`config.mk`:
```
export PLATFORM = sky130hd
export DESIGN_NAME = emifAccessCtrl_flat
export DESIGN_NICKNAME = d
export VERILOG_FILES = /design/src/hdl/mmioPkg.sv /design/src/hdl/mmioAccessIf.sv /design/src/hdl/emifAccessCtrl.sv /design/src/flat_wrapper.sv
export SDC_FILE = /design/constraint.sdc
export NUM_CORES = 1
export LEC_CHECK = 0
export BUFFER_PORTS_ARGS = -buffer_cell sky130_fd_sc_hd__buf_2
export CORE_MARGIN = 2
export CORE_UTILIZATION = 25
export DETAILED_ROUTE_END_ITERATION = 7
export PLACE_DENSITY = 0.87
export RECOVER_POWER = 50
export SETUP_SLACK_MARGIN = 0.02
export SKIP_LAST_GASP = 1
export SYNTH_ARGS = -nofsm -noshare
export SYNTH_HDL_FRONTEND = slang
export SYNTH_SLANG_ARGS = --single-unit
```
`constraint.sdc`:
```
create_clock -name shlClk -period 1.02 [get_ports shlClk]
set_input_delay 0.051 -clock shlClk [delete_from_list [all_inputs] [get_ports shlClk]]
set_output_delay 0.051 -clock shlClk [all_outputs]
set_load 0.05 [all_outputs]
```
`src/hdl/mmioPkg.sv`:
```
package mmioPkg;

  // ------------------------------
  // Widths
  // ------------------------------
  localparam int busAddrWidth  = 8;   // External EMIF address
  localparam int regAddrWidth  = 7;   // 128 register bytes
  localparam int dataWidth     = 8;
  localparam int pageSelWidth  = 4;   // 16 pages of 128 bytes
  localparam int xMemAddrWidth = 11;  // 2 KB byte address
  localparam int wordAddrWidth = 9;   // 512 fabric words
  localparam int wordWidth     = 32;

  typedef logic [dataWidth-1:0] byte_t;
  typedef logic [wordWidth-1:0] word_t;

  // ------------------------------
  // Register map
  // ------------------------------
  localparam logic [regAddrWidth-1:0] cfgEmifId   = 7'h00;
  localparam logic [regAddrWidth-1:0] cfgEmifVer  = 7'h01;
  localparam logic [regAddrWidth-1:0] cfgEmifRev  = 7'h02;
  localparam logic [regAddrWidth-1:0] cfgTopId    = 7'h04;
  localparam logic [regAddrWidth-1:0] cfgTopYear  = 7'h05;  // From timestamp
  localparam logic [regAddrWidth-1:0] cfgTopMonth = 7'h06;
  localparam logic [regAddrWidth-1:0] cfgTopDay   = 7'h07;
  localparam logic [regAddrWidth-1:0] phyStat     = 7'h10;  // Live status bits
  localparam logic [regAddrWidth-1:0] phyEth0     = 7'h11;  // Three tuning bytes
  localparam logic [regAddrWidth-1:0] ly2Mac      = 7'h22;  // Six bytes, LSB first
  localparam logic [regAddrWidth-1:0] ly3Ip       = 7'h34;
  localparam logic [regAddrWidth-1:0] ly3Snm      = 7'h38;
  localparam logic [regAddrWidth-1:0] ly3Gtw      = 7'h3C;
  localparam logic [regAddrWidth-1:0] diagScratch = 7'h70;  // Four bytes
  localparam logic [regAddrWidth-1:0] diagCtrl1   = 7'h74;
  localparam logic [regAddrWidth-1:0] diagStat1   = 7'h75;
  localparam logic [regAddrWidth-1:0] diagCtrl2   = 7'h76;
  localparam logic [regAddrWidth-1:0] pageSel     = 7'h7F;  // Extended memory page

  // Reset image of the whole register file, byte n at index n
  function automatic logic [2**regAddrWidth-1:0][dataWidth-1:0] defaultTable();
    logic [2**regAddrWidth-1:0][dataWidth-1:0] t;
    t = '0;
    t[cfgEmifId]     = 8'h3C;
    t[cfgEmifVer]    = 8'h01;
    t[cfgTopId]      = 8'h81;
    t[phyEth0 +: 3]  = 24'h050541;     // Swing 4, eq 1, pre 5, post 5
    t[ly3Ip +: 4]    = 32'h13C80C0A;   // 10.12.200.19
    t[ly3Snm +: 4]   = 32'h0000FFFF;   // 255.255.0.0
    t[ly3Gtw +: 4]   = 32'h01000C0A;   // 10.12.0.1
    t[diagScratch +: 4] = 32'hEFBEADDE;
    return t;
  endfunction

  // One bit per byte address, set where the bus may write
  function automatic logic [2**regAddrWidth-1:0] writableMask();
    logic [2**regAddrWidth-1:0] m;
    m = '0;
    m[phyEth0 +: 3]     = '1;
    m[ly2Mac +: 6]      = '1;
    m[ly3Ip +: 12]      = '1;  // IP, subnet and gateway
    m[diagScratch +: 5] = '1;  // Scratch plus diagCtrl1
    m[diagCtrl2]        = 1'b1;
    m[pageSel]          = 1'b1;
    return m;
  endfunction

  localparam logic [2**regAddrWidth-1:0][dataWidth-1:0] regDefault = defaultTable();
  localparam logic [2**regAddrWidth-1:0] regWritable = writableMask();

  typedef enum logic {accIdle, accHold} accessState_t;

  typedef enum logic [2:0] {
    opNone,
    opRegWrite,
    opRegRead,
    opMemWrite,
    opMemRead
  } accessKind_t;

endpackage

```
`src/hdl/mmioAccessIf.sv`:
```
`timescale 1ns/1ps

// One byte access from the bus controller side to a target
interface mmioAccessIf;
  import mmioPkg::*;

  logic                     wrEn;     // Write strobe, one cycle
  logic                     rdEn;     // Read strobe, one cycle
  logic [xMemAddrWidth-1:0] addr;     // Register file uses low bits only
  byte_t                    wrData;
  byte_t                    rdData;   // Registered by the target
  byte_t                    pageSel;  // Only the register file drives it

  modport ctrl (
    output wrEn, rdEn, addr, wrData,
    input  rdData, pageSel
  );

  modport target (
    input  wrEn, rdEn, addr, wrData,
    output rdData, pageSel
  );
endinterface

```
`src/hdl/emifAccessCtrl.sv`:
```
`timescale 1ns/1ps

module emifAccessCtrl (
  input  logic                            shlClk,
  input  logic                            reset,
  input  logic                            emifCsN,
  input  logic                            emifWeN,
  input  logic [mmioPkg::busAddrWidth-1:0] emifAddr,
  input  mmioPkg::byte_t                  emifWrData,
  output mmioPkg::byte_t                  emifRdData,
  mmioAccessIf.ctrl                       regBus,
  mmioAccessIf.ctrl                       memBus
);
  import mmioPkg::*;

  accessState_t state;
  accessKind_t  kind;       // Access taken this cycle
  logic         rdFromMem;  // Region of the last read

  // ------------------------------
  // Decode
  // ------------------------------
  always_comb
  begin
    kind = opNone;
    if (state == accIdle && !emifCsN)  // One access per CS assertion
    begin
      if (emifAddr[busAddrWidth-1])    // Upper half is the paged memory
        kind = emifWeN ? opMemRead : opMemWrite;
      else
        kind = emifWeN ? opRegRead : opRegWrite;
    end
  end

  // Strobes only live during the taking cycle
  assign regBus.wrEn = (kind == opRegWrite);
  assign regBus.rdEn = (kind == opRegRead);
  assign memBus.wrEn = (kind == opMemWrite);
  assign memBus.rdEn = (kind == opMemRead);

  assign regBus.addr = {{(xMemAddrWidth-regAddrWidth){1'b0}}, emifAddr[regAddrWidth-1:0]};
  assign memBus.addr = {regBus.pageSel[pageSelWidth-1:0], emifAddr[regAddrWidth-1:0]};

  assign regBus.wrData = emifWrData;
  assign memBus.wrData = emifWrData;

  // ------------------------------
  // Access FSM
  // ------------------------------
  always_ff @(posedge shlClk)
  begin
    if (reset)
    begin
      state     <= accIdle;
      rdFromMem <= 1'b0;
    end
    else
    begin
      case (state)
        accIdle:
          if (!emifCsN)
            state <= accHold;   // Wait for CS release
        accHold:
          if (emifCsN)
            state <= accIdle;
        default:
          state <= accIdle;
      endcase
      if (kind == opRegRead)
        rdFromMem <= 1'b0;
      else if (kind == opMemRead)
        rdFromMem <= 1'b1;
    end
  end

  // Targets hold rdData until their next read strobe
  assign emifRdData = rdFromMem ? memBus.rdData : regBus.rdData;

endmodule

```
`src/flat_wrapper.sv`:
```
// flat-port wrapper written by rule: the top's interface ports become plain ports
module emifAccessCtrl_flat import mmioPkg::*;
  (shlClk, reset, emifCsN, emifWeN, emifAddr, emifWrData, emifRdData, regBus_wrEn, regBus_rdEn, regBus_addr, regBus_wrData, regBus_rdData, regBus_pageSel, memBus_wrEn, memBus_rdEn, memBus_addr, memBus_wrData, memBus_rdData, memBus_pageSel);
  mmioAccessIf regBus_i ();
  mmioAccessIf memBus_i ();
  input  logic shlClk;
  input  logic reset;
  input  logic emifCsN;
  input  logic emifWeN;
  input  logic [mmioPkg::busAddrWidth-1:0] emifAddr;
  input  mmioPkg::byte_t emifWrData;
  output mmioPkg::byte_t emifRdData;
  output wire logic [$bits(regBus_i.wrEn)-1:0] regBus_wrEn;
  output wire logic [$bits(regBus_i.rdEn)-1:0] regBus_rdEn;
  output wire logic [$bits(regBus_i.addr)-1:0] regBus_addr;
  output wire logic [$bits(regBus_i.wrData)-1:0] regBus_wrData;
  input wire logic [$bits(regBus_i.rdData)-1:0] regBus_rdData;
  input wire logic [$bits(regBus_i.pageSel)-1:0] regBus_pageSel;
  output wire logic [$bits(memBus_i.wrEn)-1:0] memBus_wrEn;
  output wire logic [$bits(memBus_i.rdEn)-1:0] memBus_rdEn;
  output wire logic [$bits(memBus_i.addr)-1:0] memBus_addr;
  output wire logic [$bits(memBus_i.wrData)-1:0] memBus_wrData;
  input wire logic [$bits(memBus_i.rdData)-1:0] memBus_rdData;
  input wire logic [$bits(memBus_i.pageSel)-1:0] memBus_pageSel;
  assign regBus_wrEn = regBus_i.wrEn;
  assign regBus_rdEn = regBus_i.rdEn;
  assign regBus_addr = regBus_i.addr;
  assign regBus_wrData = regBus_i.wrData;
  assign regBus_i.rdData = regBus_rdData;
  assign regBus_i.pageSel = regBus_pageSel;
  assign memBus_wrEn = memBus_i.wrEn;
  assign memBus_rdEn = memBus_i.rdEn;
  assign memBus_addr = memBus_i.addr;
  assign memBus_wrData = memBus_i.wrData;
  assign memBus_i.rdData = memBus_rdData;
  assign memBus_i.pageSel = memBus_pageSel;
  emifAccessCtrl u_core (.shlClk(shlClk), .reset(reset), .emifCsN(emifCsN), .emifWeN(emifWeN), .emifAddr(emifAddr), .emifWrData(emifWrData), .emifRdData(emifRdData), .regBus(regBus_i), .memBus(memBus_i));
endmodule
```
Word-level counts from Yosys, hierarchy flattened
Index checks and enable logic that the tools add are counted.
W data, S select, Z words.
{"block": "word_totals", "regBits": 2, "inputBits": 52, "wordCells": 16, "out_inout_bits": 50}
{"block": "classes", "mux": 6, "reduce_logical": 3, "bitwise_logic": 1, "n_eq_ne": 4}
{"cell": "$mux W3", "count": 3}
{"cell": "$mux W8", "count": 1}
{"cell": "$eq A3 B2 Y1 const B", "count": 2}
{"cell": "$eq A3 B1 Y1 const B", "count": 1}
{"cell": "$eq A3 B3 Y1 const B", "count": 1}
{"cell": "$mux W2", "count": 1}
{"cell": "$reduce_or A2 Y1", "count": 1}
{"cell": "$logic_and A1 B1 Y1", "count": 1}
{"cell": "$logic_not A1 Y1", "count": 1}
{"cell": "$mux W1", "count": 1}
{"cell": "$not A1 Y1", "count": 1}

Logic depth before layout (Yosys ltp)
{"block": "logic_depth", "depth_word": 5, "mapped_depth": 4, "ltp_nobuf": 4}

Worst setup path after synthesis
Ideal clock, no wire load.
{"block": "synth_timing", "path_kind": "register to output", "from": "register u_core.state", "to": "output port regBus_rdEn", "slack_ns": -0.193, "arrival_ns": 1.162, "path_stages_with_launch": 3, "required_ns": 0.969, "path_cell_list": "dfxtp_1 > nand4bb_1 > nor2_1"}
{"block": "synth_between", "elab_chain_cells": 4}
{"item": "from (decl)", "line_no": "emifAccessCtrl.sv:16", "text": "accessState_t state;"}
{"item": "from (signal assigned)", "line_no": "emifAccessCtrl.sv:54", "text": "state <= accIdle;"}
{"item": "from (signal assigned)", "line_no": "emifAccessCtrl.sv:62", "text": "state <= accHold;"}
{"item": "from (signal assigned)", "line_no": "emifAccessCtrl.sv:65", "text": "state <= accIdle;"}
{"item": "$not A1 Y1", "line_no": "emifAccessCtrl.sv:26", "text": "if (state == accIdle && !emifCsN)"}
{"item": "$logic_and A1 B1 Y1", "line_no": "emifAccessCtrl.sv:26"}
{"item": "$mux W3", "line_no": "emifAccessCtrl.sv:26"}
{"item": "$eq A3 B2 Y1", "line_no": "emifAccessCtrl.sv:37", "text": "assign regBus.rdEn = (kind == opRegRead);"}
{"item": "to (decl)", "line_no": "flat_wrapper.sv:14", "text": "output wire logic [$bits(regBus_i.rdEn)-1:0] regBus_rdEn;"}
No other way between the ends.

Final worst setup path
{"block": "layout_timing", "from": "register u_core.rdFromMem", "to": "output port emifRdData[5]"}
{"block": "layout_between", "elab_chain_cells": 1}
{"item": "from (decl)", "line_no": "emifAccessCtrl.sv:18", "text": "logic rdFromMem;"}
{"item": "from (signal assigned)", "line_no": "emifAccessCtrl.sv:55", "text": "rdFromMem <= 1'b0;"}
{"item": "from (signal assigned)", "line_no": "emifAccessCtrl.sv:70", "text": "rdFromMem <= 1'b0;"}
{"item": "from (signal assigned)", "line_no": "emifAccessCtrl.sv:72", "text": "rdFromMem <= 1'b1;"}
{"item": "$mux W8", "line_no": "emifAccessCtrl.sv:77", "text": "assign emifRdData = rdFromMem ? memBus.rdData : regBus.rdData;"}
{"item": "to (decl)", "line_no": "flat_wrapper.sv:12", "text": "output mmioPkg::byte_t emifRdData;"}
No other way between the ends.

==> out/metrics.yaml <==
die:
  boundaryPins: 102
  start_util: 0.263
  die_y_um: 49.5
  dieWidth_um: 49.5
  floorplan.die_area_um2: 2450
  core_region_area_um2: 1960
  num_rows: 16
global_route:
  gr-usage-all-layers: 0.0908
  grt_pass1_wl_mm: 1.68
  grt_pass1_vias: 414
  grt_antenna_before_repair: 0
  grt_overflow: 0
  grt_start_max_net_pins: 10
critical_path:
  required_ps: 970
  critPathKind: "register to output pin"
  critical_path_arrival_ps: 1160
  crit_path_start_kind: "register"
  critPathMaxFanout: 9
  timing.critical_path.to_type: "output pin"
power_and_ir_drop:
  pwr_density_cell_nw_per_um2: 916
  static-leakage-power_nw: 0.291
  design_power_total_uw: 563
  worst_ir_drop_vdd_mv: 0.496
sta:
  setup_violations: 12
  timing.final.crit_share: 1.19
  timing_hold_violations_final: 0
  timing.hold.ws_ps: 66.8
  postLayoutSetupSlackWorst_ps: -195
  max_freq_ghz: 0.823
  rsz_0062_raised_after_global_routing: "true"
  clock-skew-final_ps: 0.655
  final_period_minus_worst_setup_slack_ps: 1210
  drv_slew: 0
synth:
  synth_simple_gate_area_share: 0.131
  synthesized_area_per_cell_um2: 8.33
  yosys.cell_types.count: 14
  synth-compound-area-share: 0.0194
  postSynthRegisterBits: 2
  post_synth_xor_area_fraction: 0
  synthesis.area_um2: 517
  yosys_warnings: 0
  post_synth_mux_area_share: 0.174
  synth-seq-area-share: 0.0775
  postSynthCellCount: 62
  main_combinational_cell_family_by_area_after_synthesis: "buffers and inverters"
  post_synth_fa_ha_maj_area_fraction: 0.0242
finish:
  layout.nets: 123
  fill_cell_count: 222
  fin_area_um2: 614
  drive_above_1_share: 0.882
  n_antenna_cell: 0
  flow.area_growth_from_synthesis_pct: 18.9
clock_network:
  cts_htree_levels: 1
  cts_sinks: 2
  clk_pin_slew_ps: 30
  clock-root-buffer: "sky130_fd_sc_hd__clkbuf_4"
  clock_insertion_delay_worst_skew_ps: 220
  cts_tree: "yes"
  clock_path_buffers: 2
  numCtsBuffers: 3
hold_path:
  min-delay-path-class: "input pin to register"
routing:
  dr.first_iter.drc_count: 5
  count_of_unresolved_drc_violations_after_routing: 0
  num_vias: 339
  drt-wirelength-per-cell_um: 11.6
  detail_route.wirelength_mm: 1.10
  drtPass1Iterations: 4
  post_detailed_route_count_of_antenna_violating_nets: 0
  vias_per_cell: 3.57
flow_run:
  maxCapViolations: 0
status:
  run_status: "finished with violations"
  violations: "negative setup slack"
placed_design:
  detailed_place.area_um2: 478
  number_of_buffer_cells_added_on_primary_ports: 32
  place.detailed.hpwl_um: 836
  gp_congestion: 0.767
## critical path: stages (launching register included)
cell	delay, ps
sky130_fd_sc_hd__dfxtp_4	400
sky130_fd_sc_hd__mux2_2	350
sky130_fd_sc_hd__buf_4	190
## per-layer routing
layer,global-route usage,part of all wire,vias to the layer above
li1,-,-,171
met1,0.0737,0.31,156
met4,0.0602,0,0
met3,0.0152,0.082,0
met5,0,0,-
met2,0.191,0.61,12
## path summary, 6_finish.rpt
kind                                        from                to  slack (ps)  depth (start not counted)
worst max-delay path            u_core.rdFromMem     emifRdData[5]        -190                          2
worst min-delay path                     emifCsN      u_core.state          70                          2
worst max register to register      u_core.state  u_core.rdFromMem          60                          4
worst min register to register  u_core.rdFromMem  u_core.rdFromMem         660                          3
## sequential cells by signal, summed over array words and instances, names as in the netlist
signal / count
u_core.rdFromMem: 1
u_core.state: 1
## logic make-up (layout without fill, tap and decap cells)
logic type,after synthesis,after routing
flops,2,2
mux,8,8
fa+ha+maj,1,1
compound gates,2,2
buf+inv,39,42
simple gates,9,9
other cells,1,4
## metrics by stage
stage	utilization	TNS, ps	std cells	setup slack [ps]
floorplan	-	0	65	14.1
global placement	0.244	-1610	91	-220
detailed placement	0.244	-2060	91	-295
CTS	0.313	-1990	95	-198
global route	0.313	-2380	95	-222
finish	0.313	-1920	95	-195
## cell usage after synthesis
| master | count | area, um^2 |
|---|---|---|
| sky130_fd_sc_hd__buf_4 | 39 | 293 |
| sky130_fd_sc_hd__nand2_1 | 1 | 3.75 |
| sky130_fd_sc_hd__mux2_2 | 8 | 90.1 |
| sky130_fd_sc_hd__and2_2 | 2 | 15.0 |
| sky130_fd_sc_hd__conb_1 | 1 | 3.75 |
| sky130_fd_sc_hd__nor4b_2 | 1 | 15.0 |
| sky130_fd_sc_hd__a21oi_1 | 1 | 5.00 |
| sky130_fd_sc_hd__nor2_1 | 2 | 7.51 |
| sky130_fd_sc_hd__nand4bb_1 | 1 | 11.3 |
| sky130_fd_sc_hd__ha_1 | 1 | 12.5 |
| sky130_fd_sc_hd__dfxtp_1 | 2 | 40.0 |
| sky130_fd_sc_hd__nor4_1 | 1 | 6.26 |
| sky130_fd_sc_hd__o21ai_1 | 1 | 5.00 |
| sky130_fd_sc_hd__and2b_2 | 1 | 8.76 |
## what timing repair did
item                                    4_1_cts  5_1_grt
buffers inserted                              1        0
pin swaps                                     3        2
hold endpoints to repair                      2        0
endpoints found under the setup margin       13       13
gates resized for setup                      26        0
hold buffers                                  1        0
cloned                                        0        0
## power by group
group | switching (mW) | total (mW) | leakage [nW] | internal [mW]
clock network | 0.0419 | 0.171 | 0.0138 | 0.130
registers | 0.00641 | 0.0856 | 0.0178 | 0.0792
logic | 0.181 | 0.306 | 0.259 | 0.124
total | 0.230 | 0.563 | 0.291 | 0.333
## placed cells by master (no fill, tap or decap), drive strengths merged
master and count:
nor4b 1, conb 4, o21ai 1, nand2 1, a21oi 1, nor4 1, and2b 1, dfxtp 2
ha 1, nand4bb 1, clkbuf 3, mux2 8, dlygate4sd3 1, buf 38, nor2 2, and2 2
## layout make-up
type	instances	area [um^2]	area share
Multi-Input combinational cell	24	246	0.401
Tap cell	27	33.8	0.0550
Sequential cell	2	47.5	0.0774
Timing Repair Buffer	39	264	0.430
Clock buffer	3	22.5	0.0367
No activity file was read; power rests on OpenSTA's default activity.
