[src/hdl/mmioPkg.sv]
package mmioPkg;

  // ------------------------------
  // Widths
  // ------------------------------
  localparam int busAddrWidth  = 8;   // External EMIF address
  localparam int regAddrWidth  = 7;   // 128 register bytes
  localparam int dataWidth     = 8;
  localparam int pageSelWidth  = 4;   // 16 pages of 128 bytes
  localparam int xMemAddrWidth = 11;  // 2 KB byte address
  localparam int wordAddrWidth = 9;   // 512 fabric words
  localparam int wordWidth     = 32;

  typedef logic [dataWidth-1:0] byte_t;
  typedef logic [wordWidth-1:0] word_t;

  // ------------------------------
  // Register map
  // ------------------------------
  localparam logic [regAddrWidth-1:0] cfgEmifId   = 7'h00;
  localparam logic [regAddrWidth-1:0] cfgEmifVer  = 7'h01;
  localparam logic [regAddrWidth-1:0] cfgEmifRev  = 7'h02;
  localparam logic [regAddrWidth-1:0] cfgTopId    = 7'h04;
  localparam logic [regAddrWidth-1:0] cfgTopYear  = 7'h05;  // From timestamp
  localparam logic [regAddrWidth-1:0] cfgTopMonth = 7'h06;
  localparam logic [regAddrWidth-1:0] cfgTopDay   = 7'h07;
  localparam logic [regAddrWidth-1:0] phyStat     = 7'h10;  // Live status bits
  localparam logic [regAddrWidth-1:0] phyEth0     = 7'h11;  // Three tuning bytes
  localparam logic [regAddrWidth-1:0] ly2Mac      = 7'h22;  // Six bytes, LSB first
  localparam logic [regAddrWidth-1:0] ly3Ip       = 7'h34;
  localparam logic [regAddrWidth-1:0] ly3Snm      = 7'h38;
  localparam logic [regAddrWidth-1:0] ly3Gtw      = 7'h3C;
  localparam logic [regAddrWidth-1:0] diagScratch = 7'h70;  // Four bytes
  localparam logic [regAddrWidth-1:0] diagCtrl1   = 7'h74;
  localparam logic [regAddrWidth-1:0] diagStat1   = 7'h75;
  localparam logic [regAddrWidth-1:0] diagCtrl2   = 7'h76;
  localparam logic [regAddrWidth-1:0] pageSel     = 7'h7F;  // Extended memory page

  // Reset image of the whole register file, byte n at index n
  function automatic logic [2**regAddrWidth-1:0][dataWidth-1:0] defaultTable();
    logic [2**regAddrWidth-1:0][dataWidth-1:0] t;
    t = '0;
    t[cfgEmifId]     = 8'h3C;
    t[cfgEmifVer]    = 8'h01;
    t[cfgTopId]      = 8'h81;
    t[phyEth0 +: 3]  = 24'h050541;     // Swing 4, eq 1, pre 5, post 5
    t[ly3Ip +: 4]    = 32'h13C80C0A;   // 10.12.200.19
    t[ly3Snm +: 4]   = 32'h0000FFFF;   // 255.255.0.0
    t[ly3Gtw +: 4]   = 32'h01000C0A;   // 10.12.0.1
    t[diagScratch +: 4] = 32'hEFBEADDE;
    return t;
  endfunction

  // One bit per byte address, set where the bus may write
  function automatic logic [2**regAddrWidth-1:0] writableMask();
    logic [2**regAddrWidth-1:0] m;
    m = '0;
    m[phyEth0 +: 3]     = '1;
    m[ly2Mac +: 6]      = '1;
    m[ly3Ip +: 12]      = '1;  // IP, subnet and gateway
    m[diagScratch +: 5] = '1;  // Scratch plus diagCtrl1
    m[diagCtrl2]        = 1'b1;
    m[pageSel]          = 1'b1;
    return m;
  endfunction

  localparam logic [2**regAddrWidth-1:0][dataWidth-1:0] regDefault = defaultTable();
  localparam logic [2**regAddrWidth-1:0] regWritable = writableMask();

  typedef enum logic {accIdle, accHold} accessState_t;

  typedef enum logic [2:0] {
    opNone,
    opRegWrite,
    opRegRead,
    opMemWrite,
    opMemRead
  } accessKind_t;

endpackage

[src/hdl/mmioAccessIf.sv]
`timescale 1ns/1ps

// One byte access from the bus controller side to a target
interface mmioAccessIf;
  import mmioPkg::*;

  logic                     wrEn;     // Write strobe, one cycle
  logic                     rdEn;     // Read strobe, one cycle
  logic [xMemAddrWidth-1:0] addr;     // Register file uses low bits only
  byte_t                    wrData;
  byte_t                    rdData;   // Registered by the target
  byte_t                    pageSel;  // Only the register file drives it

  modport ctrl (
    output wrEn, rdEn, addr, wrData,
    input  rdData, pageSel
  );

  modport target (
    input  wrEn, rdEn, addr, wrData,
    output rdData, pageSel
  );
endinterface

[src/hdl/mmioRegFile.sv]
`timescale 1ns/1ps

module mmioRegFile (
  input  logic                shlClk,
  input  logic                reset,
  input  logic [31:0]         timestamp,
  input  logic [1:0]          memCalComplete,
  input  logic                ethCoreReady,
  input  logic                ethQpllLock,
  input  logic                ntsCamReady,
  input  logic                ntsToeReady,
  input  logic [1:0]          memTestStat,
  output logic                ethRxEqualizerMode,
  output logic [3:0]          ethTxDriverSwing,
  output logic [4:0]          ethTxPreCursor,
  output logic [4:0]          ethTxPostCursor,
  output logic                ethPcsLoopbackEn,
  output logic                ethMacLoopbackEn,
  output logic                ethMacAddrSwapEn,
  output logic [1:0]          memTestCtrl,
  output logic [1:0]          udpEchoCtrl,
  output logic                udpPostDgmEn,
  output logic                udpCaptDgmEn,
  output logic [1:0]          tcpEchoCtrl,
  output logic                tcpPostSegEn,
  output logic                tcpCaptSegEn,
  output logic [47:0]         macAddress,
  output mmioPkg::word_t      ipAddress,
  output mmioPkg::word_t      subNetMask,
  output mmioPkg::word_t      gatewayAddr,
  mmioAccessIf.target         bus
);
  import mmioPkg::*;

  logic [2**regAddrWidth-1:0][dataWidth-1:0] regs;  // Byte n at index n
  logic [regAddrWidth-1:0]                   regAddr;
  byte_t                                     rdByte;

  assign regAddr = bus.addr[regAddrWidth-1:0];

  // ------------------------------
  // Storage
  // ------------------------------
  always_ff @(posedge shlClk)
  begin
    if (reset)
      regs <= regDefault;
    else if (bus.wrEn && regWritable[regAddr])  // RO bytes ignore writes
      regs[regAddr] <= bus.wrData;
  end

  // Read mux, live values for status bytes
  always_comb
  begin
    rdByte = '0;  // Unmapped reads as zero
    if (regWritable[regAddr])
      rdByte = regs[regAddr];
    else
    begin
      case (regAddr)
        cfgEmifId, cfgEmifVer, cfgEmifRev, cfgTopId:
          rdByte = regs[regAddr];                    // Fixed ID bytes
        cfgTopYear:  rdByte = {2'b00, timestamp[22:17]};
        cfgTopMonth: rdByte = {4'b0000, timestamp[26:23]};
        cfgTopDay:   rdByte = {3'b000, timestamp[31:27]};
        phyStat:
          rdByte = {2'b00, ntsToeReady, ntsCamReady, ethQpllLock, ethCoreReady,
                    memCalComplete[1], memCalComplete[0]};
        diagStat1:   rdByte = {memTestStat, 6'b000000};
        default:     rdByte = '0;
      endcase
    end
  end

  always_ff @(posedge shlClk)
  begin
    if (reset)
      bus.rdData <= '0;
    else if (bus.rdEn)
      bus.rdData <= rdByte;  // Held until the next read
  end

  // ------------------------------
  // Field outputs
  // ------------------------------
  assign ethRxEqualizerMode = regs[phyEth0][0];
  assign ethTxDriverSwing   = regs[phyEth0][7:4];
  assign ethTxPreCursor     = regs[phyEth0 + 1][4:0];
  assign ethTxPostCursor    = regs[phyEth0 + 2][4:0];

  // Lowest address is the LSB
  assign macAddress  = regs[ly2Mac +: 6];
  assign ipAddress   = regs[ly3Ip +: 4];
  assign subNetMask  = regs[ly3Snm +: 4];
  assign gatewayAddr = regs[ly3Gtw +: 4];

  assign ethPcsLoopbackEn = regs[diagCtrl1][0];
  assign ethMacLoopbackEn = regs[diagCtrl1][1];
  assign ethMacAddrSwapEn = regs[diagCtrl1][2];
  assign memTestCtrl      = regs[diagCtrl1][7:6];  // Bits 5:4 spare

  assign udpEchoCtrl  = regs[diagCtrl2][1:0];
  assign udpPostDgmEn = regs[diagCtrl2][2];
  assign udpCaptDgmEn = regs[diagCtrl2][3];
  assign tcpEchoCtrl  = regs[diagCtrl2][5:4];
  assign tcpPostSegEn = regs[diagCtrl2][6];
  assign tcpCaptSegEn = regs[diagCtrl2][7];

  assign bus.pageSel = regs[pageSel];  // Feeds the memory address

endmodule

[src/flat_wrapper.sv]
// flat-port wrapper written by rule: the top's interface ports become plain ports
module mmioRegFile_flat import mmioPkg::*;
  (shlClk, reset, timestamp, memCalComplete, ethCoreReady, ethQpllLock, ntsCamReady, ntsToeReady, memTestStat, ethRxEqualizerMode, ethTxDriverSwing, ethTxPreCursor, ethTxPostCursor, ethPcsLoopbackEn, ethMacLoopbackEn, ethMacAddrSwapEn, memTestCtrl, udpEchoCtrl, udpPostDgmEn, udpCaptDgmEn, tcpEchoCtrl, tcpPostSegEn, tcpCaptSegEn, macAddress, ipAddress, subNetMask, gatewayAddr, bus_wrEn, bus_rdEn, bus_addr, bus_wrData, bus_rdData, bus_pageSel);
  mmioAccessIf bus_i ();
  input  logic shlClk;
  input  logic reset;
  input  logic [31:0] timestamp;
  input  logic [1:0] memCalComplete;
  input  logic ethCoreReady;
  input  logic ethQpllLock;
  input  logic ntsCamReady;
  input  logic ntsToeReady;
  input  logic [1:0] memTestStat;
  output logic ethRxEqualizerMode;
  output logic [3:0] ethTxDriverSwing;
  output logic [4:0] ethTxPreCursor;
  output logic [4:0] ethTxPostCursor;
  output logic ethPcsLoopbackEn;
  output logic ethMacLoopbackEn;
  output logic ethMacAddrSwapEn;
  output logic [1:0] memTestCtrl;
  output logic [1:0] udpEchoCtrl;
  output logic udpPostDgmEn;
  output logic udpCaptDgmEn;
  output logic [1:0] tcpEchoCtrl;
  output logic tcpPostSegEn;
  output logic tcpCaptSegEn;
  output logic [47:0] macAddress;
  output mmioPkg::word_t ipAddress;
  output mmioPkg::word_t subNetMask;
  output mmioPkg::word_t gatewayAddr;
  input wire logic [$bits(bus_i.wrEn)-1:0] bus_wrEn;
  input wire logic [$bits(bus_i.rdEn)-1:0] bus_rdEn;
  input wire logic [$bits(bus_i.addr)-1:0] bus_addr;
  input wire logic [$bits(bus_i.wrData)-1:0] bus_wrData;
  output wire logic [$bits(bus_i.rdData)-1:0] bus_rdData;
  output wire logic [$bits(bus_i.pageSel)-1:0] bus_pageSel;
  assign bus_i.wrEn = bus_wrEn;
  assign bus_i.rdEn = bus_rdEn;
  assign bus_i.addr = bus_addr;
  assign bus_i.wrData = bus_wrData;
  assign bus_rdData = bus_i.rdData;
  assign bus_pageSel = bus_i.pageSel;
  mmioRegFile u_core (.shlClk(shlClk), .reset(reset), .timestamp(timestamp), .memCalComplete(memCalComplete), .ethCoreReady(ethCoreReady), .ethQpllLock(ethQpllLock), .ntsCamReady(ntsCamReady), .ntsToeReady(ntsToeReady), .memTestStat(memTestStat), .ethRxEqualizerMode(ethRxEqualizerMode), .ethTxDriverSwing(ethTxDriverSwing), .ethTxPreCursor(ethTxPreCursor), .ethTxPostCursor(ethTxPostCursor), .ethPcsLoopbackEn(ethPcsLoopbackEn), .ethMacLoopbackEn(ethMacLoopbackEn), .ethMacAddrSwapEn(ethMacAddrSwapEn), .memTestCtrl(memTestCtrl), .udpEchoCtrl(udpEchoCtrl), .udpPostDgmEn(udpPostDgmEn), .udpCaptDgmEn(udpCaptDgmEn), .tcpEchoCtrl(tcpEchoCtrl), .tcpPostSegEn(tcpPostSegEn), .tcpCaptSegEn(tcpCaptSegEn), .macAddress(macAddress), .ipAddress(ipAddress), .subNetMask(subNetMask), .gatewayAddr(gatewayAddr), .bus(bus_i));
endmodule
[config.mk]
export PLATFORM = sky130hd
export DESIGN_NAME = mmioRegFile_flat
export DESIGN_NICKNAME = d
export VERILOG_FILES = /design/src/hdl/mmioPkg.sv /design/src/hdl/mmioAccessIf.sv /design/src/hdl/mmioRegFile.sv /design/src/flat_wrapper.sv
export SDC_FILE = /design/constraint.sdc
export NUM_CORES = 2
export LEC_CHECK = 0
export BUFFER_PORTS_ARGS = -buffer_cell sky130_fd_sc_hd__buf_2
export CORE_ASPECT_RATIO = 1.2
export CORE_MARGIN = 5
export CORE_UTILIZATION = 40
export DETAILED_ROUTE_END_ITERATION = 12
export PLACE_DENSITY = 0.68
export REMOVE_ABC_BUFFERS = 1
export SYNTH_ARGS = -nofsm -noshare
export SYNTH_HDL_FRONTEND = slang
export SYNTH_SLANG_ARGS = --single-unit
[constraint.sdc]
create_clock -name shlClk -period 2.3 [get_ports shlClk]
set_input_delay 0.115 -clock shlClk [delete_from_list [all_inputs] [get_ports shlClk]]
set_output_delay 0.115 -clock shlClk [all_outputs]
set_load 0.005 [all_outputs]
# Yosys cells after proc, flatten, opt, wreduce, memory -nomap -nowiden
# Memories as Yosys holds them, arrays and structs flattened.
# Cells that the tools add are included.
# totals
out_inout_bits,188
regBits,1032
wordCells,152
n_memories,1
rom_bits,128
in_bits,63
# classes
reduce_logical,4
muxes,8
n_eq_ne,8
n_lt_le_gt_ge,2
# mem_list
name,depth,word_bits,rd,rd_clocked_by_memory_dff,wr,line,source
(no name shown),128,1,1,0,0,mmioRegFile.sv:48,else if (bus.wrEn && regWritable[regAddr])
# op_table
op,n
bitwise mux 1024 bit,1
binary-select mux 8 bit (select 7 bit),1
demux 8 bit (select 7 bit),1
case mux 8 bit (6 select lines),1
"equality test 7 x 3 -> 1 bit, second input constant",4
2-to-1 mux 8 bit,3
"< comparator 7 x 8 -> 1 bit, second input constant",1
"equality test 7 x 1 -> 1 bit, second input constant",1
"equality test 7 x 2 -> 1 bit, second input constant",1
"equality test 7 x 5 -> 1 bit, second input constant",1
"equality test 7 bit, second input constant",1
"greater-or-equal comparator 7 x 1 -> 1 bit, second input constant",1
zero test 7 bit,1
OR reduction 4 bit,1
logical AND 1 bit,2
2-to-1 mux 1 bit,1

# Longest topological paths before layout
# depth
word_depth,5
mapped_depth,12
ltp_nobuf,6

# Least setup slack after synthesis
# No wires, ideal clock.
# synth_timing
path_type,input port to flip-flop
from,in bus_addr[0]
to,reg u_core.bus.rdData[2]
path_buffers,4
setup_slack_ns,-0.112
setup_time_ns,0.127
arrival_ns,2.285
cell_stages,9
required_ns,2.173
cell_sequence,buf_2 buf_4 buf_2 buf_2 mux4_2 o21ai_0 o2111ai_1 o311ai_0 o21ai_0
# synth_between
elab_chain_cells,4
elab_cells_between_ends,16
classes_between,eq/ne (8); mux (5); reduce/logical (2); memory (1)
# synth_rtl
item,line,source
start: declaration,flat_wrapper.sv:34,input wire logic [$bits(bus_i.addr)-1:0] bus_addr;
binary-select mux 8 bit (select 7 bit) (tied with other cells),"mmioRegFile.sv:57, mmioRegFile.sv:62",
2-to-1 mux 8 bit (not written as such) / OR reduction 4 bit (equally long branches),"mmioRegFile.sv:57, mmioRegFile.sv:62, mmioRegFile.sv:60",
case mux 8 bit (6 select lines),mmioRegFile.sv:60,case (regAddr)
2-to-1 mux 8 bit (*),mmioRegFile.sv:56,if (regWritable[regAddr])
end signal: assignment,mmioRegFile.sv:80,bus.rdData <= rdByte;
end: declaration,mmioAccessIf.sv:21,"output rdData, pageSel"
# Every way passes the cells marked *; elsewhere a longest branch is shown, timed or not. The select of a mux whose other input is x is not followed.
# A chain may end at the register's enable or synchronous reset.

# Worst setup path in the final report
# layout_timing
from,in bus_addr[5]
to,reg u_core.bus.rdData[5]
# Same word-level chain as after synthesis.

==> metrics.txt <==
Max Fclk 0.423 GHz; Vias 26.5k; vias in the first global route around 26k; Top-Level Pins ~250; Worst Path Arrival slightly below 3000 ps; status finished, violations left; area of the multi-input gates 16400 um2; clk sinks about 1.0k; post-synthesis sequential area ratio 0.516; die area around 100000 um2; RSZ-0062 raised after global routing false; Slew Viols, Final 0; routed len/inst roughly 22 um; Die Wd 294 um; maximum VDD drop 0.568 mV; Fin. Hold Viols 0; grt met2 use 0.323; clock latency on the worst-skew pair 690 ps; Final setup viols 4; crit-path cells buf_2 > buf_4 > nor4_1 > and3_1 > buf_4 > nand2_1 > nand3_1 > dlygate4sd3_1 > nand2_1 > o31ai_1; gr ovfl total 0; DP Worst Slack -601 ps; DRT antenna net count 0; Max Buffers Root-to-Sink 3; failing checks setup timing; Req. time, crit path 2880 ps; Worst-path clk slew 60 ps; crit-path leading delay family simple AND/OR/NAND/NOR gates; period utilisation layout 1.03; Worst path depth 10; Max FO, Critical Path 11; CTS tree built; Initial Util 0.402; Worst setup SP type input pin; global routing usage on met1 0.285; Most used DFF post-synth dfxtp_1; average size of a mapped cell between 10 and 15 um2; Worst path max stage delay 1000 ps; Seq cells post-synth about 1k; routed wire length 110 mm; core area 96500 um2; gr busiest metal met2; Final Instance Area about 46000 um2; Lkg Pwr 0.0175 uW; Area after DPL ~42000 um2; First-pass DRT Iterations 7; Least-Margin Pin Slew 1180 ps; power consumption ~36000 uW; post-CTS setup buffers 0; CTS H-Tree Depth 3; number of flops mapped to enable cells by yosys 0; Detailed Route Iter0 Violations 2401; hpwl dp between 70 and 80 mm; Total GRT Usage 0.207; met3 usage in global routing 0.0428; CTS Buf Count around 100; Crit. End Element flip-flop; Worst Slack Setup Final -66.8 ps; CP max stage cell nor4_1; initial antenna violation count 6; CTS Root Cell clkbuf_16; routed vias/inst 5.32; hold depth 4; largest net degree at the start of global routing 99; launch point of the worst path bus_addr[5]; warnings from Yosys 0; share of flip-flops with an asynchronous set or reset 0; Mapped Area around 39000 um2; GPL Wtd Cong slightly above 0.9; Reg area 20000 um2; Post-layout nets 3709; post-synthesis cell type count 59; power density cells about 800 nW/um2; share of the core filled with cells 0.472; Mapped Cells 3456; DRC 0; type of the most critical hold path in -> reg; r2r startpoint u_core.regs[162]; Buf/Inv on CP 4; Die H around 350 um; standard-cell rows 125; first-pass GRT wire length between 150 and 200 mm; fillcell total roughly 8.5k; Clock Skews 45.4 ps; R2R depth 6; layout cells sized above 1 0.257; hold_sp bus_addr[6]; number of max-cap violations 0; Crit Path Class in -> reg; Area Growth Syn to Fin 17.3%; port bufs around 230; Rel. slew slack 0.207; Final Critical Period 2370 ps
[where the power goes]
group / switching (uW) / total [uW] / internal [uW]
clock network: 6850 / 16300 / 9490
logic: 1230 / 1960 / 727
registers: 17.3 / 17300 / 17300
total: 8100 / 35600 / 27500
[worst paths after layout]
| check | endpoint | slack [ps] |
|---|---|---|
| setup / recovery | u_core.bus.rdData[5] | -70 |
| hold / removal | u_core.bus.rdData[7] | 60 |
| setup reg to reg | u_core.bus.rdData[2] | 80 |
| hold reg to reg | u_core.regs[2] | 440 |
[through the flow]
stage | cells | setup TNS (ps) | hold WS (ps)
floorplan | 3009 | -15630 | 184
global placement | 4798 | -10250 | 423
detailed placement | 4798 | -13410 | 425
CTS | 4991 | 0 | 16.2
global route | 4991 | 0 | 76.7
finish | 4992 | -170 | 62.4
[cells in the final DEF (no fill, tap or decap), types with 8 or more instances in the layout]
| cell type | Yosys | final |
|---|---|---|
| a211o_1 | 49 | 49 |
| a211oi_1 | 9 | 9 |
| a21oi_1 | 157 | 157 |
| a221oi_1 | 8 | 8 |
| a22oi_1 | 56 | 56 |
| and3_1 | 12 | 12 |
| buf_12 | 0 | 56 |
| buf_2 | 56 | 224 |
| buf_4 | 186 | 236 |
| bufinv_16 | 0 | 8 |
| clkbuf_1 | 186 | 20 |
| clkbuf_16 | 0 | 99 |
| clkbuf_8 | 0 | 21 |
| clkinv_2 | 0 | 22 |
| dfxtp_1 | 1000 | 1000 |
| dlygate4sd3_1 | 0 | 18 |
| inv_1 | 9 | 8 |
| mux2i_1 | 96 | 96 |
| mux4_2 | 244 | 244 |
| nand2_1 | 148 | 148 |
| nand2b_1 | 8 | 8 |
| nand3_1 | 110 | 110 |
| nand3b_1 | 15 | 15 |
| nor2_1 | 74 | 72 |
| nor2b_1 | 806 | 804 |
| nor3_1 | 9 | 8 |
| o21ai_0 | 92 | 92 |
| or2_2 | 10 | 10 |
[worst register-to-register path, stage by stage (launching register included)]
cell,delay [ps]
dfxtp_1,310
mux4_2,430
nand2b_1,160
a31oi_1,200
o21ai_0,260
nor4_2,570
o21ai_0,160
[cell type report]
class,count,area share
antenna,1,0.0000550
inverter,9,0.000742
clock inverter,35,0.00946
timing repair buffer,537,0.0931
clock buffer,140,0.0624
tap,1270,0.0349
sequential,1000,0.440
multi-input combinational,2000,0.359
[repair_timing]
action | CTS | global route
resized for setup | 0 | 2
setup endpoints to repair | 0 | 3
hold endpoints to repair | 77 | 0
hold buffers | 18 | 0
[synth_stat cells (all sizes together), types with 6 or more instances]
| cell | number | area share |
|---|---|---|
| o2111ai | 6 | 0.0018 |
| buf | 261 | 0.045 |
| nor4 | 8 | 0.0021 |
| o22ai | 6 | 0.00097 |
| a211o | 49 | 0.011 |
| inv | 9 | 0.00087 |
| nor2b | 806 | 0.13 |
| a31oi | 6 | 0.00097 |
| and2 | 7 | 0.0011 |
| nand2b | 8 | 0.0013 |
| nor3 | 15 | 0.0030 |
| a221oi | 8 | 0.0018 |
| mux2i | 96 | 0.025 |
| nor2 | 75 | 0.0073 |
| a211oi | 9 | 0.0017 |
| and3 | 12 | 0.0019 |
| or2 | 11 | 0.0018 |
| dfxtp | 1000 | 0.52 |
| o21ai | 92 | 0.012 |
| o221ai | 7 | 0.0016 |
| nand2 | 148 | 0.014 |
| mux4 | 244 | 0.14 |
| a22oi | 56 | 0.011 |
| clkbuf | 186 | 0.018 |
| nand3b | 15 | 0.0029 |
| nand3 | 110 | 0.014 |
| a21oi | 157 | 0.020 |
[kinds of logic (layout without fill, tap and decap cells)]
| logic type | count (synthesis) | after routing | synth area share |
|---|---|---|---|
| other cells | 0 | 1 | 0 |
| compound gates | 426 | 426 | 0.0695 |
| buf+inv | 456 | 721 | 0.0639 |
| flops | 1000 | 1000 | 0.516 |
| simple gates | 1229 | 1229 | 0.183 |
| mux | 345 | 345 | 0.168 |
[registers in the layout, summed over array words and instances (netlist names)]
register                   flops
u_core.bus.pageSel             8
u_core.bus.rdData              8
u_core.ethMacAddrSwapEn        1
u_core.ethMacLoopbackEn        1
u_core.ethPcsLoopbackEn        1
u_core.ethRxEqualizerMode      1
u_core.ethTxDriverSwing        4
u_core.ethTxPostCursor         5
u_core.ethTxPreCursor          5
u_core.gatewayAddr            32
u_core.ipAddress              32
u_core.macAddress             48
u_core.memTestCtrl             2
u_core.regs                  812
u_core.subNetMask             32
u_core.tcpCaptSegEn            1
u_core.tcpEchoCtrl             2
u_core.tcpPostSegEn            1
u_core.udpCaptDgmEn            1
u_core.udpEchoCtrl             2
u_core.udpPostDgmEn            1
[routing by layer]
layer	wire length (um)	share of wire	up-vias
met3	8950	0.081	201
li1	-	-	12172
met4	3980	0.036	6
met1	47300	0.43	13135
met5	41	0.00037	-
met2	49900	0.45	1035
(Power assumes the default switching activity.)
